[src/common/lsu_pkg.sv]
// shared widths, access encodings and controller states of the load/store unit

package lsu_pkg;

  ////////////////////
  // widths
  ////////////////////

  localparam int XLEN   = 32;           // data and address width
  localparam int NBYTES = XLEN / 8;     // byte lanes on the data bus
  localparam int OFFS_W = 2;            // in-word byte offset
  localparam int BYTE_W = 8;            // one lane
  localparam int HALF_W = 16;           // two lanes

  ////////////////////
  // encodings
  ////////////////////

  // access size as delivered by the execute stage
  typedef enum logic [1:0] {
    WORD     = 2'b00,
    HALF     = 2'b01,
    BYTE     = 2'b10,
    BYTE_ALT = 2'b11                    // decodes as a byte access
  } data_type_e;

  // how loaded halves and bytes are widened to XLEN
  typedef enum logic [1:0] {
    EXT_ZERO     = 2'b00,
    EXT_SIGN     = 2'b01,
    EXT_ONES     = 2'b10,
    EXT_SIGN_ALT = 2'b11                // same as EXT_SIGN
  } sign_ext_e;

  ////////////////////
  // controller
  ////////////////////

  // bus handshake states
  //   IDLE                  no access outstanding, request passes straight through
  //   WAIT_RVALID           granted, waiting for the read/write response
  //   WAIT_RVALID_EX_STALL  granted while execute was stalled, no new request
  //   IDLE_EX_STALL         response seen, execute still stalled
  typedef enum logic [1:0] {
    IDLE,
    WAIT_RVALID,
    WAIT_RVALID_EX_STALL,
    IDLE_EX_STALL
  } lsu_state_e;

endpackage

[src/rtl/lsu_request_format.sv]
// request formatter, builds bus address, byte enables and rotated store data
`timescale 1ns/100ps

module lsu_request_format import lsu_pkg::*;
(
  input  logic              data_req_ex_i,
  input  logic              data_we_ex_i,
  input  data_type_e        data_type_ex_i,
  input  logic [XLEN-1:0]   data_wdata_ex_i,
  input  logic [OFFS_W-1:0] data_reg_offset_ex_i,
  input  logic [XLEN-1:0]   operand_a_ex_i,
  input  logic [XLEN-1:0]   operand_b_ex_i,
  input  logic              addr_useincr_ex_i,
  input  logic              data_misaligned_ex_i,

  output logic [XLEN-1:0]   data_addr_o,
  output logic              data_we_o,
  output logic [NBYTES-1:0] data_be_o,
  output logic [XLEN-1:0]   data_wdata_o,
  output logic [OFFS_W-1:0] addr_offs_o,
  output logic              misaligned_o
);

  logic [XLEN-1:0]     data_addr_int;
  logic [OFFS_W-1:0]   wdata_offset;  // net rotation in bytes
  logic [NBYTES-1:0]   size_mask;     // lanes covered at offset 0
  logic [2*NBYTES-1:0] be_span;       // lanes of this word and of the next one
  logic [2*XLEN-1:0]   wdata_rot;

  // base + offset, or base alone
  assign data_addr_int = addr_useincr_ex_i ? (operand_a_ex_i + operand_b_ex_i) : operand_a_ex_i;
  assign addr_offs_o   = data_addr_int[OFFS_W-1:0];

  ////////////////////
  // byte enables
  ////////////////////

  always_comb
  begin
    case (data_type_ex_i)
      WORD:           size_mask = 4'b1111;
      HALF:           size_mask = 4'b0011;
      BYTE, BYTE_ALT: size_mask = 4'b0001;
      default:        size_mask = 4'b0001;
    endcase
  end

  // shift into an 8 lane window, whatever falls past lane 3 belongs to the next word
  assign be_span = {{NBYTES{1'b0}}, size_mask} << addr_offs_o;

  // second part only gets the spilled lanes, e.g. word at offset 2 -> 0011
  assign data_be_o = data_misaligned_ex_i ? be_span[2*NBYTES-1:NBYTES]
                                          : be_span[NBYTES-1:0];

  // first part that spills over the word boundary needs another access
  assign misaligned_o = data_req_ex_i & ~data_misaligned_ex_i & (|be_span[2*NBYTES-1:NBYTES]);

  ////////////////////
  // write data
  ////////////////////

  // rotate up so register byte reg_offset lands on lane addr_offs (mod 4)
  assign wdata_offset = addr_offs_o - data_reg_offset_ex_i;
  assign wdata_rot    = {data_wdata_ex_i, data_wdata_ex_i} << (BYTE_W * wdata_offset);

  assign data_wdata_o = wdata_rot[2*XLEN-1:XLEN];  // upper copy holds the rotated word
  assign data_addr_o  = data_addr_int;
  assign data_we_o    = data_we_ex_i;

  // an execute request must never put an X address on the bus
  always_comb
  begin
    if (data_req_ex_i)
      assert (!$isunknown(data_addr_int))
        else $error("lsu: request with unknown address %h", data_addr_int);
  end

endmodule

[src/load_align/load_align.sv]
// load aligner, selects and extends loaded lanes and joins misaligned halves
`timescale 1ns/100ps

module load_align import lsu_pkg::*;
(
  input  logic              clk,
  input  logic              rst_n,

  input  logic              data_gnt_i,
  input  logic              data_rvalid_i,
  input  logic [XLEN-1:0]   data_rdata_i,

  input  logic              data_we_ex_i,
  input  data_type_e        data_type_ex_i,
  input  sign_ext_e         data_sign_ext_ex_i,
  input  logic [OFFS_W-1:0] addr_offs_i,           // low address bits of the request
  input  logic              data_misaligned_ex_i,  // second part in execute
  input  logic              misaligned_i,          // first part needs a second one

  output logic [XLEN-1:0]   data_rdata_ex_o
);

  // attributes of the access in flight, latched at grant
  data_type_e        data_type_q;
  logic [OFFS_W-1:0] rdata_offset_q;
  sign_ext_e         data_sign_ext_q;
  logic              data_we_q;

  logic [XLEN-1:0]   rdata_q;        // first half of a misaligned load, or last result
  logic              spill;          // access crosses the word boundary
  logic [2*XLEN-1:0] rdata_window;   // new word above, low part below
  logic [2*XLEN-1:0] rdata_shift;
  logic [XLEN-1:0]   rdata_aligned;  // wanted bytes moved down to lane 0
  logic              fill_bit;
  logic [XLEN-1:0]   rdata_ext;

  always_ff @(posedge clk, negedge rst_n)
  begin
    if (!rst_n)
    begin
      data_type_q     <= WORD;
      rdata_offset_q  <= '0;
      data_sign_ext_q <= EXT_ZERO;
      data_we_q       <= 1'b0;
    end
    else if (data_gnt_i)
    begin
      data_type_q     <= data_type_ex_i;
      rdata_offset_q  <= addr_offs_i;
      data_sign_ext_q <= data_sign_ext_ex_i;
      data_we_q       <= data_we_ex_i;
    end
  end

  ////////////////////
  // alignment
  ////////////////////

  // second part keeps the offset of the first, so the registered
  // size and offset tell whether the older bytes come from rdata_q
  assign spill = ((data_type_q == WORD) && (rdata_offset_q != '0)) ||
                 ((data_type_q == HALF) && (rdata_offset_q == 2'b11));

  assign rdata_window  = {data_rdata_i, spill ? rdata_q : data_rdata_i};
  assign rdata_shift   = rdata_window >> (BYTE_W * rdata_offset_q);
  assign rdata_aligned = rdata_shift[XLEN-1:0];  // e.g. word at 1 -> {new[7:0], old[31:8]}

  ////////////////////
  // extension
  ////////////////////

  always_comb
  begin
    // msb of the loaded field, used when sign extending
    case (data_type_q)
      HALF:           fill_bit = rdata_aligned[HALF_W-1];
      BYTE, BYTE_ALT: fill_bit = rdata_aligned[BYTE_W-1];
      default:        fill_bit = rdata_aligned[XLEN-1];
    endcase

    case (data_sign_ext_q)
      EXT_ZERO: fill_bit = 1'b0;
      EXT_ONES: fill_bit = 1'b1;
      default:  ;                    // sign, keep the msb
    endcase

    case (data_type_q)
      WORD:           rdata_ext = rdata_aligned;  // assembly only, nothing to widen
      HALF:           rdata_ext = {{(XLEN-HALF_W){fill_bit}}, rdata_aligned[HALF_W-1:0]};
      BYTE, BYTE_ALT: rdata_ext = {{(XLEN-BYTE_W){fill_bit}}, rdata_aligned[BYTE_W-1:0]};
      default:        rdata_ext = rdata_aligned;
    endcase
  end

  // result register, raw word for a first part and the final value otherwise
  always_ff @(posedge clk)
  begin
    if (data_rvalid_i && !data_we_q)
    begin
      if (data_misaligned_ex_i || misaligned_i)
        rdata_q <= data_rdata_i;
      else
        rdata_q <= rdata_ext;
    end
  end

  // live value on rvalid, held copy afterwards
  assign data_rdata_ex_o = data_rvalid_i ? rdata_ext : rdata_q;

endmodule

[src/lsu_ctrl/lsu_ctrl.sv]
// bus handshake controller, tracks outstanding requests and drives ready / busy
`timescale 1ns/100ps

module lsu_ctrl import lsu_pkg::*;
(
  input  logic clk,
  input  logic rst_n,

  input  logic data_req_ex_i,   // execute wants an access
  input  logic data_gnt_i,      // bus accepted the request
  input  logic data_rvalid_i,   // response for the granted request
  input  logic ex_valid_i,      // execute stage moves on this cycle

  output logic data_req_o,
  output logic lsu_ready_ex_o,  // execute may leave the access
  output logic lsu_ready_wb_o,  // writeback may take the result
  output logic busy_o
);

  lsu_state_e state_q, state_d;

  ////////////////////
  // next state
  ////////////////////

  always_comb
  begin
    state_d        = state_q;
    data_req_o     = 1'b0;
    lsu_ready_ex_o = 1'b1;
    lsu_ready_wb_o = 1'b1;

    case (state_q)
      // nothing in flight, request goes out directly
      IDLE:
      begin
        data_req_o = data_req_ex_i;
        if (data_req_ex_i)
        begin
          lsu_ready_ex_o = data_gnt_i;  // hold execute until granted
          if (data_gnt_i)
            state_d = ex_valid_i ? WAIT_RVALID : WAIT_RVALID_EX_STALL;
        end
      end

      // response pending, next request may only go out with rvalid
      WAIT_RVALID:
      begin
        lsu_ready_wb_o = data_rvalid_i;
        if (data_rvalid_i)
        begin
          data_req_o = data_req_ex_i;  // back to back access
          if (data_req_ex_i)
          begin
            lsu_ready_ex_o = data_gnt_i;
            if (data_gnt_i)
              state_d = ex_valid_i ? WAIT_RVALID : WAIT_RVALID_EX_STALL;
            else
              state_d = IDLE;         // retry the request from IDLE
          end
          else
          begin
            state_d = IDLE;
          end
        end
      end

      // granted during an execute stall; the stalled instruction still sits
      // in execute, so issuing now would repeat it
      WAIT_RVALID_EX_STALL:
      begin
        if (data_rvalid_i)
          state_d = ex_valid_i ? IDLE : IDLE_EX_STALL;
        else if (ex_valid_i)
          state_d = WAIT_RVALID;      // stall over, wait normally
      end

      // result is held in load_align, just wait out the stall
      IDLE_EX_STALL:
      begin
        if (ex_valid_i)
          state_d = IDLE;
      end

      default:
      begin
        state_d = IDLE;
      end
    endcase
  end

  always_ff @(posedge clk, negedge rst_n)
  begin
    if (!rst_n)
      state_q <= IDLE;
    else
      state_q <= state_d;
  end

  assign busy_o = (state_q != IDLE) | data_req_o;  // any wait state or a live request

  ////////////////////
  // bus protocol checks
  ////////////////////

  // every rvalid belongs to a grant, so none can show up with nothing outstanding
  assert property (@(posedge clk) disable iff (!rst_n)
    (state_q == IDLE) |-> !data_rvalid_i)
    else $error("lsu: rvalid while idle");

  // the memory may only grant the next request together with the pending rvalid
  assert property (@(posedge clk) disable iff (!rst_n)
    ((state_q == WAIT_RVALID) && data_gnt_i) |-> data_rvalid_i)
    else $error("lsu: grant before rvalid of the previous request");

endmodule

[src/rtl/lsu_top.sv]
// load/store unit top, ties request formatting, load alignment and bus control together
`timescale 1ns/100ps

module lsu_top import lsu_pkg::*;
(
  input  logic              clk,
  input  logic              rst_n,

  // data memory bus
  output logic              data_req_o,
  input  logic              data_gnt_i,
  input  logic              data_rvalid_i,
  output logic [XLEN-1:0]   data_addr_o,
  output logic              data_we_o,
  output logic [NBYTES-1:0] data_be_o,
  output logic [XLEN-1:0]   data_wdata_o,
  input  logic [XLEN-1:0]   data_rdata_i,

  // from execute stage
  input  logic              data_we_ex_i,          // store when high
  input  data_type_e        data_type_ex_i,        // word, half or byte
  input  logic [XLEN-1:0]   data_wdata_ex_i,       // store data as held in the register
  input  logic [OFFS_W-1:0] data_reg_offset_ex_i,  // byte offset inside that register
  input  sign_ext_e         data_sign_ext_ex_i,    // load extension mode
  input  logic              data_req_ex_i,         // access request
  input  logic [XLEN-1:0]   operand_a_ex_i,        // base
  input  logic [XLEN-1:0]   operand_b_ex_i,        // offset
  input  logic              addr_useincr_ex_i,     // add operand b to the base
  input  logic              data_misaligned_ex_i,  // this is the second part
  input  logic              ex_valid_i,            // execute stage not stalled

  // to execute / writeback
  output logic [XLEN-1:0]   data_rdata_ex_o,
  output logic              data_misaligned_o,     // access needs a second part
  output logic              lsu_ready_ex_o,
  output logic              lsu_ready_wb_o,
  output logic              busy_o
);

  logic [OFFS_W-1:0] addr_offs;  // low address bits, store side to load side

  // store side: address, lanes, rotated write data
  lsu_request_format lsu_request_format_inst (
    .data_req_ex_i        (data_req_ex_i),
    .data_we_ex_i         (data_we_ex_i),
    .data_type_ex_i       (data_type_ex_i),
    .data_wdata_ex_i      (data_wdata_ex_i),
    .data_reg_offset_ex_i (data_reg_offset_ex_i),
    .operand_a_ex_i       (operand_a_ex_i),
    .operand_b_ex_i       (operand_b_ex_i),
    .addr_useincr_ex_i    (addr_useincr_ex_i),
    .data_misaligned_ex_i (data_misaligned_ex_i),
    .data_addr_o          (data_addr_o),
    .data_we_o            (data_we_o),
    .data_be_o            (data_be_o),
    .data_wdata_o         (data_wdata_o),
    .addr_offs_o          (addr_offs),
    .misaligned_o         (data_misaligned_o)
  );

  // read side: alignment, misaligned assembly, extension
  load_align load_align_inst (
    .clk                  (clk),
    .rst_n                (rst_n),
    .data_gnt_i           (data_gnt_i),
    .data_rvalid_i        (data_rvalid_i),
    .data_rdata_i         (data_rdata_i),
    .data_we_ex_i         (data_we_ex_i),
    .data_type_ex_i       (data_type_ex_i),
    .data_sign_ext_ex_i   (data_sign_ext_ex_i),
    .addr_offs_i          (addr_offs),
    .data_misaligned_ex_i (data_misaligned_ex_i),
    .misaligned_i         (data_misaligned_o),
    .data_rdata_ex_o      (data_rdata_ex_o)
  );

  // request / grant / rvalid sequencing
  lsu_ctrl lsu_ctrl_inst (
    .clk            (clk),
    .rst_n          (rst_n),
    .data_req_ex_i  (data_req_ex_i),
    .data_gnt_i     (data_gnt_i),
    .data_rvalid_i  (data_rvalid_i),
    .ex_valid_i     (ex_valid_i),
    .data_req_o     (data_req_o),
    .lsu_ready_ex_o (lsu_ready_ex_o),
    .lsu_ready_wb_o (lsu_ready_wb_o),
    .busy_o         (busy_o)
  );

endmodule

[config.mk]
export PLATFORM = sky130hd
export DESIGN_NAME = lsu_top
export DESIGN_NICKNAME = d
export VERILOG_FILES = /design/src/common/lsu_pkg.sv /design/src/rtl/lsu_request_format.sv /design/src/load_align/load_align.sv /design/src/lsu_ctrl/lsu_ctrl.sv /design/src/rtl/lsu_top.sv
export SDC_FILE = /design/constraint.sdc
export NUM_CORES = 1
export LEC_CHECK = 0
export BUFFER_PORTS_ARGS = -buffer_cell sky130_fd_sc_hd__buf_4
export CORE_AREA = 2 2 119 121
export CTS_BUF_LIST = sky130_fd_sc_hd__clkbuf_4 sky130_fd_sc_hd__clkbuf_8
export DETAILED_ROUTE_END_ITERATION = 16
export DIE_AREA = 0 0 121 123
export GPL_TIMING_DRIVEN = 0
export PLACE_DENSITY = 0.78
export SLEW_MARGIN = 10
export SYNTH_ARGS = -nofsm -noshare
export SYNTH_HDL_FRONTEND = slang
export SYNTH_SLANG_ARGS = --single-unit
export TNS_END_PERCENT = 1
[constraint.sdc]
create_clock -name clk -period 3.7 [get_ports clk]
set_clock_uncertainty 0.2 [all_clocks]
set_input_delay 0.555 -clock clk [delete_from_list [all_inputs] [get_ports clk]]
set_output_delay 0.555 -clock clk [all_outputs]
set_load 0.01 [all_outputs]
==> results of run 1 <==
[metal layers]
| metal | wire length, µm | vias up | part of all wire | global-route usage |
|---|---|---|---|---|
| li1 | - | 3350 | - | - |
| met1 | 8283 | 3170 | 0.40 | 0.3065 |
| met2 | 10780 | 286 | 0.51 | 0.4916 |
| met3 | 1479 | 37 | 0.071 | 0.04290 |
| met4 | 398 | 0 | 0.019 | 0.06250 |
| met5 | 0 | - | 0 | 0 |
[cell type report]
cell class,instances,area [µm²]
clock inverters,1,30.03
plain buffers,46,211.5
repair buffers,260,2001
flip-flops and latches,41,1186
well taps,180,225.2
fillers,1172,4706
inverters,17,66.31
multi-input cells,660,5096
clock buffers,7,90.09
[cell usage in the layout, fill, tap and decap left out, types with 11 or more instances in the layout]
| master | Yosys | layout |
|---|---|---|
| inv_1 | 14 | 14 |
| a21oi_1 | 97 | 74 |
| nor2_1 | 130 | 115 |
| mux2_2 | 39 | 36 |
| nand2_1 | 39 | 39 |
| a211oi_1 | 27 | 26 |
| edfxtp_1 | 32 | 32 |
| nor2_4 | 0 | 11 |
| ha_1 | 32 | 27 |
| a21o_1 | 18 | 18 |
| buf_4 | 1 | 255 |
| nand3_1 | 12 | 12 |
| a21oi_2 | 1 | 18 |
| xnor2_1 | 16 | 14 |
| clkbuf_1 | 31 | 25 |
| mux2i_1 | 124 | 123 |
| o21ai_0 | 22 | 16 |
[power groups by stage]
stage | Clock (mW) | Sequential (mW) | Combinational [mW]
after global routing | 0.405 | 0.584 | 2.13
final | 0.382 | 0.579 | 1.98
after floorplan | 0 | 0.581 | 1.08
after CTS | 0.390 | 0.578 | 1.85
after global placement | 0 | 0.586 | 1.74
after detailed placement | 0 | 0.586 | 1.76
[worst max-delay path, stage by stage, from the launching register on]
cell and delay (ns):
dfrtp_1 0.40, inv_2 0.07, maj3_2 0.33, and2_4 0.15
buf_6 0.12, mux4_2 0.48, a21oi_4 0.19, a21o_1 0.18
a211oi_4 0.07, buf_6 0.16, buf_8 0.15, nor2_2 0.14
a21oi_2 0.06, buf_4 0.17
[final timing paths]
path                                               startpoint                                  to  slack (ns)
setup reg to reg               load_align_inst.data_type_q[0]         load_align_inst.rdata_q[31]        0.62
hold / removal                                     ex_valid_i            lsu_ctrl_inst.state_q[1]        0.23
setup / recovery               load_align_inst.data_type_q[0]                 data_rdata_ex_o[29]       -0.03
min in group asynchronous                               rst_n            lsu_ctrl_inst.state_q[0]        0.40
max in group asynchronous                               rst_n   load_align_inst.rdata_offset_q[1]        2.76
hold reg to reg            load_align_inst.data_sign_ext_q[1]  load_align_inst.data_sign_ext_q[1]        0.32
[logic make-up (layout without fill, tap and decap cells)]
kind of cell / Yosys count / in the layout / synth area share
buf+inv: 66 / 331 / 0.04458
xor+xnor: 25 / 25 / 0.03579
flops: 41 / 41 / 0.1939
fa+ha+maj: 34 / 34 / 0.07055
compound gates: 218 / 218 / 0.2233
mux: 164 / 164 / 0.2783
simple gates: 219 / 219 / 0.1536
[sequential cells by signal, indices dropped and copies added, names as in the netlist]
| signal | flops |
|---|---|
| load_align_inst.data_sign_ext_q | 2 |
| load_align_inst.data_type_q | 2 |
| load_align_inst.data_we_q | 1 |
| load_align_inst.rdata_offset_q | 2 |
| load_align_inst.rdata_q | 32 |
| lsu_ctrl_inst.state_q | 2 |
[per-stage QoR]
step,util,instances
after floorplan,-,767
after global placement,0.6023,1193
after detailed placement,0.6048,1194
after CTS,0.6310,1206
after global routing,0.6543,1212
final,0.6543,1212
[what timing repair did]
action,4_1_cts,5_1_grt
hold buffers,1,0
pin swaps,20,32
hold endpoints to repair,9,0
resized for setup,47,72
buffers inserted,6,5
setup endpoints to repair,73,73
cloned,0,1
==> impl_metrics.py, run 1 <==
metrics = {
    "yosys": {
        "ys_seq_area_frac": 0.1939,
        "yosys-top-cells-count": "nor2_1, mux2i_1, a21oi_1, mux2_2, nand2_1",
        "ys_types": 64,
        "synth-edff-count": 32,
        "syn_area_per_cell_um2": 7.977,
        "synth_top_area_frac": 0.2029,
        "synth_top_area_cell": "mux2i_1",
        "yosys_warnings": 0,
        "syn_nets": 943,
        "synth_area_leaders": "mux2i_1, edfxtp_1, nor2_1, a21oi_1, mux2_2",
        "synth-seq-cells": 41,
        "ys.flop_type": "edfxtp_1",
        "async_reset_ff_frac": 0.2195,
        "syn_inst": 767,
        "synth_area_um2": 6118,
        "yosysMostFrequentCell": "nor2_1",
    },
    "power": {
        "p_int_mw": 1.734,
        "power.density_nw_per_um2": 330.3,
        "p_switching_mw": 1.208,
        "ir_drop_mv": 0.2325,
        "power.leakage_nw": 4.094,
        "total_power_mw": 2.942,
        "p_comb_frac": 0.674,
        "p_sw_frac": 0.4107,
        "clkPwrFrac": 0.130,
        "p_seq_frac": 0.197,
    },
    "sta": {
        "timing.final.crit_share": 1.007,
        "hold_viol_final": 0,
        "post-route-min-period_ns": 3.726,
        "slew_viol_final": 0,
        "tightest_slew_ns": 0.8174,
        "rsz0062_at_grt": "true",
        "setup_viol": 6,
        "slew_headroom": 0.4551,
        "setup_tns_ns": -0.06461,
        "clock.fmax_mhz": 268.4,
        "setup_ws_ns": -0.02638,
        "timing.hold.ws_ns": 0.2266,
    },
    "worst_setup_path": {
        "crit_required_ns": 2.94,
        "reg2reg_depth": 13,
        "end_kind": "output port",
        "crit_type": "flip-flop to output port",
        "startpoint_type": "flip-flop",
        "worstPathArrival_ns": 2.97,
        "path_max_fanout": 6,
    },
    "run_status": {
        "status": "finished with violations",
        "violations": "setup timing",
    },
    "cts": {
        "cts.sinks": 41,
        "clk_pin_slew_worst_paths_ns": 0.08,
        "ctsRootBufferMaster": "clkbuf_8",
        "cts_tree": "yes",
        "cts_buffers": 5,
        "insertion_delay_ns": 0.30,
        "clock_path_buffers": 2,
        "htree_levels": 2,
    },
    "floorplanning": {
        "dieArea_um2": 14880,
        "start_util": 0.4495,
        "core-area_um2": 13610,
        "rows": 43,
        "boundaryPins": 249,
        "die_w_um": 121,
        "die_h_um": 123,
    },
    "drt": {
        "drt_first_pass_iters": 5,
        "finalWirelength_mm": 20.94,
        "avgRoutedWirePerCell_um": 17.28,
        "ant_nets": 0,
        "drc": 0,
        "initialDrtViolationCount": 413,
        "viasPerCell": 5.646,
        "vias": 6843,
    },
    "final_layout": {
        "finalNetCount": 1207,
        "syn2layout_area_growth_pct": 45.56,
        "fin_area_um2": 8906,
        "insertedDiodeCount": 0,
        "drive_gt1_frac": 0.3808,
    },
    "grt": {
        "antenna_found_initial": 0,
        "grt_pass1_wl_mm": 31.51,
        "gr-total-overflow": 0,
        "grt_max_degree": 18,
        "grtUsageTotal": 0.2605,
        "grt_pass1_vias": 6551,
    },
    "worst_hold_path": {
        "hp-class": "input pin to flip-flop",
        "worstHoldPathCells": 2,
    },
    "placed_design": {
        "placed_area_um2": 8233,
        "dp_hpwl_mm": 16.47,
        "dp_slack_ns": -0.7390,
        "port_buffers": 246,
        "gp_congestion": 0.9230,
    },
    "flow_run": {
        "cap_violations": 0,
    },
}
Power figures use the tool's default switching activity.
==> inputs of run 2 (changes only) <==
--- a/config.mk
+++ b/config.mk
@@ -6,12 +6,13 @@
 export NUM_CORES = 1
 export LEC_CHECK = 0
 export BUFFER_PORTS_ARGS = -buffer_cell sky130_fd_sc_hd__buf_4
-export CORE_AREA = 2 2 119 121
+export CORE_AREA = 2 2 127 129
 export CTS_BUF_LIST = sky130_fd_sc_hd__clkbuf_4 sky130_fd_sc_hd__clkbuf_8
 export DETAILED_ROUTE_END_ITERATION = 16
-export DIE_AREA = 0 0 121 123
+export DIE_AREA = 0 0 129 131
 export GPL_TIMING_DRIVEN = 0
-export PLACE_DENSITY = 0.78
+export PLACE_DENSITY = 0.7
+export SETUP_SLACK_MARGIN = 0.2
 export SLEW_MARGIN = 10
 export SYNTH_ARGS = -nofsm -noshare
 export SYNTH_HDL_FRONTEND = slang
==> run 2 against run 1 <==
Compared with the run above:
- the run now ends clean
- register-to-register slack better by 0.22 ns
- die area is 14% higher
- maximum frequency is 2.1% higher
- final area is 2.8% higher
- critical path depth is 1 lower
- count of clock-buffer cells in the layout is 1 higher
- total power is 0.42% lower
- highest routed layer unchanged
==> impl_metrics.py, run 2 (synthesis gave the netlist of run 1 again) <==
metrics = {
    "run_status": {
        "status": "finished, final reports clean",
    },
    "worst_setup_path": {
        "r2r_setup_slack_ns": 0.84,
        "worstPathArrival_ns": 2.90,
        "r2r_end": "load_align_inst.rdata_q[24]",
        "crit_type": "input pin to output port",
        "crit_required_ns": 2.94,
        "startpoint_type": "input pin",
        "end_kind": "output port",
        "crit_start": "operand_a_ex_i[1]",
        "cp-endpoint": "data_addr_o[19]",
        "path_max_fanout": 3,
        "r2r_start": "load_align_inst.data_type_q[0]",
        "reg2reg_depth": 12,
    },
    "final_layout": {
        "drive_gt1_frac": 0.4061,
        "final_cell_mix": "buf_4, mux2i_1, nor2_1, a21oi_1, nand2_1",
        "insertedDiodeCount": 0,
        "final_common_cell": "buf_4",
        "nFillCells": 1433,
        "finalNetCount": 1219,
        "top_register": "load_align_inst.rdata_q",
        "fin_area_um2": 9159,
        "syn2layout_area_growth_pct": 49.69,
        "largest_reg_flops": 32,
    },
    "floorplanning": {
        "dieArea_um2": 16900,
        "start_util": 0.3923,
        "die_h_um": 131,
        "boundaryPins": 249,
        "core-area_um2": 15600,
        "die_w_um": 129,
        "rows": 46,
    },
    "power": {
        "power.density_nw_per_um2": 319.8,
        "power.leakage_nw": 4.187,
        "ir_drop_mv": 0.1464,
    },
    "sta": {
        "setup_viol": 0,
        "post-route-min-period_ns": 3.650,
        "timing.final.crit_share": 0.9866,
        "slew_viol_final": 0,
        "timing.hold.ws_ns": 0.2178,
        "hold_viol_final": 0,
        "slew_headroom": 0.5088,
        "tightest_slew_ns": 0.7369,
        "rsz0062_at_grt": "true",
        "clock.fmax_mhz": 273.9,
    },
    "grt": {
        "grt_pass1_vias": 6522,
        "antenna_found_initial": 0,
        "grtUsageTotal": 0.2404,
        "grt_max_degree": 18,
        "gr-total-overflow": 0,
        "grt_pass1_wl_mm": 32.84,
    },
    "placed_design": {
        "port_buffers": 246,
        "gp_congestion": 0.9038,
        "dp_hpwl_mm": 17.07,
        "placed_area_um2": 8298,
    },
    "cts": {
        "cts_buffers": 5,
        "cts.sinks": 41,
        "clock_path_buffers": 2,
        "cts_tree": "yes",
        "insertion_delay_ns": 0.32,
        "htree_levels": 2,
        "ctsRootBufferMaster": "clkbuf_8",
        "clk_pin_slew_worst_paths_ns": 0.07,
    },
    "drt": {
        "initialDrtViolationCount": 443,
        "finalWirelength_mm": 21.53,
        "vias": 6953,
        "avgRoutedWirePerCell_um": 17.09,
        "ant_nets": 0,
        "viasPerCell": 5.518,
        "drt_first_pass_iters": 5,
        "drc": 0,
    },
    "flow_run": {
        "cap_violations": 0,
    },
    "worst_hold_path": {
        "hp-class": "input pin to flip-flop",
    },
}
## run 2: repair_timing
| action | CTS | global route |
|---|---|---|
| hold buffers | 1 | 0 |
| buffers inserted | 17 | 3 |
| endpoints found under the setup margin | 79 | 103 |
| pin swaps | 26 | 33 |
| endpoints found under the hold margin | 9 | 0 |
| resized for setup | 84 | 60 |
| cloned | 0 | 1 |
## run 2: report_power, final
| group | internal [mW] | leakage (nW) | switching, mW |
|---|---|---|---|
| logic | 0.980 | 3.73 | 1.04 |
| clock network | 0.167 | 0.0523 | 0.162 |
| registers | 0.554 | 0.405 | 0.0240 |
| total | 1.70 | 4.19 | 1.23 |
## run 2: worst min path at each step
stage / cells past startpoint / startpoint / to / slack [ns]
finish: 2 / ex_valid_i / lsu_ctrl_inst.state_q[1] / 0.22
floorplan: 0 / rst_n / load_align_inst.data_sign_ext_q[0] / 0.06
CTS: 2 / ex_valid_i / lsu_ctrl_inst.state_q[1] / 0.21
global placement: 1 / rst_n / load_align_inst.data_sign_ext_q[0] / 0.18
detailed placement: 1 / rst_n / lsu_ctrl_inst.state_q[0] / 0.18
global route: 2 / ex_valid_i / lsu_ctrl_inst.state_q[1] / 0.22
## run 2: area by class of cell
type	count	area, µm²	share of cell area
multi-input cells	660	5197	0.5675
repair buffers	269	2086	0.2277
flip-flops and latches	41	1186	0.1295
well taps	216	270.3	0.02951
plain buffers	49	251.5	0.02746
clock buffers	8	97.59	0.01066
inverters	17	70.07	0.007650
## run 2: metrics by stage
step | total power [mW] | worst slack [ns] | setup TNS (ns) | std cells | util
6_report | 2.929 | 0.04969 | 0 | 1260 | 0.5872
5_1_grt | 3.107 | -0.05722 | -0.3005 | 1260 | 0.5872
4_1_cts | 2.839 | 0.04991 | 0 | 1256 | 0.5703
3_5_place_dp | 2.369 | -0.7724 | -15.43 | 1230 | 0.5320
3_3_place_gp | 2.343 | -0.7549 | -27.63 | 1229 | 0.5298
2_1_floorplan | 1.670 | 0.1728 | 0 | 767 | -
## run 2: layer usage
layer	track usage	share of wire
met5	0	0
met3	0.03420	0.064
met1	0.3002	0.41
met2	0.4289	0.50
met4	0.07609	0.023
## run 2: worst max-delay path: stages
cell and delay (ns):
buf_4 0.13, ha_4 0.22, a21o_1 0.20, and4_4 0.21, o21ai_4 0.18, nor2b_2 0.21, o21ai_0 0.16, a41oi_1 0.30
o21ai_0 0.17, xor2_1 0.16, mux2_2 0.26, buf_4 0.14
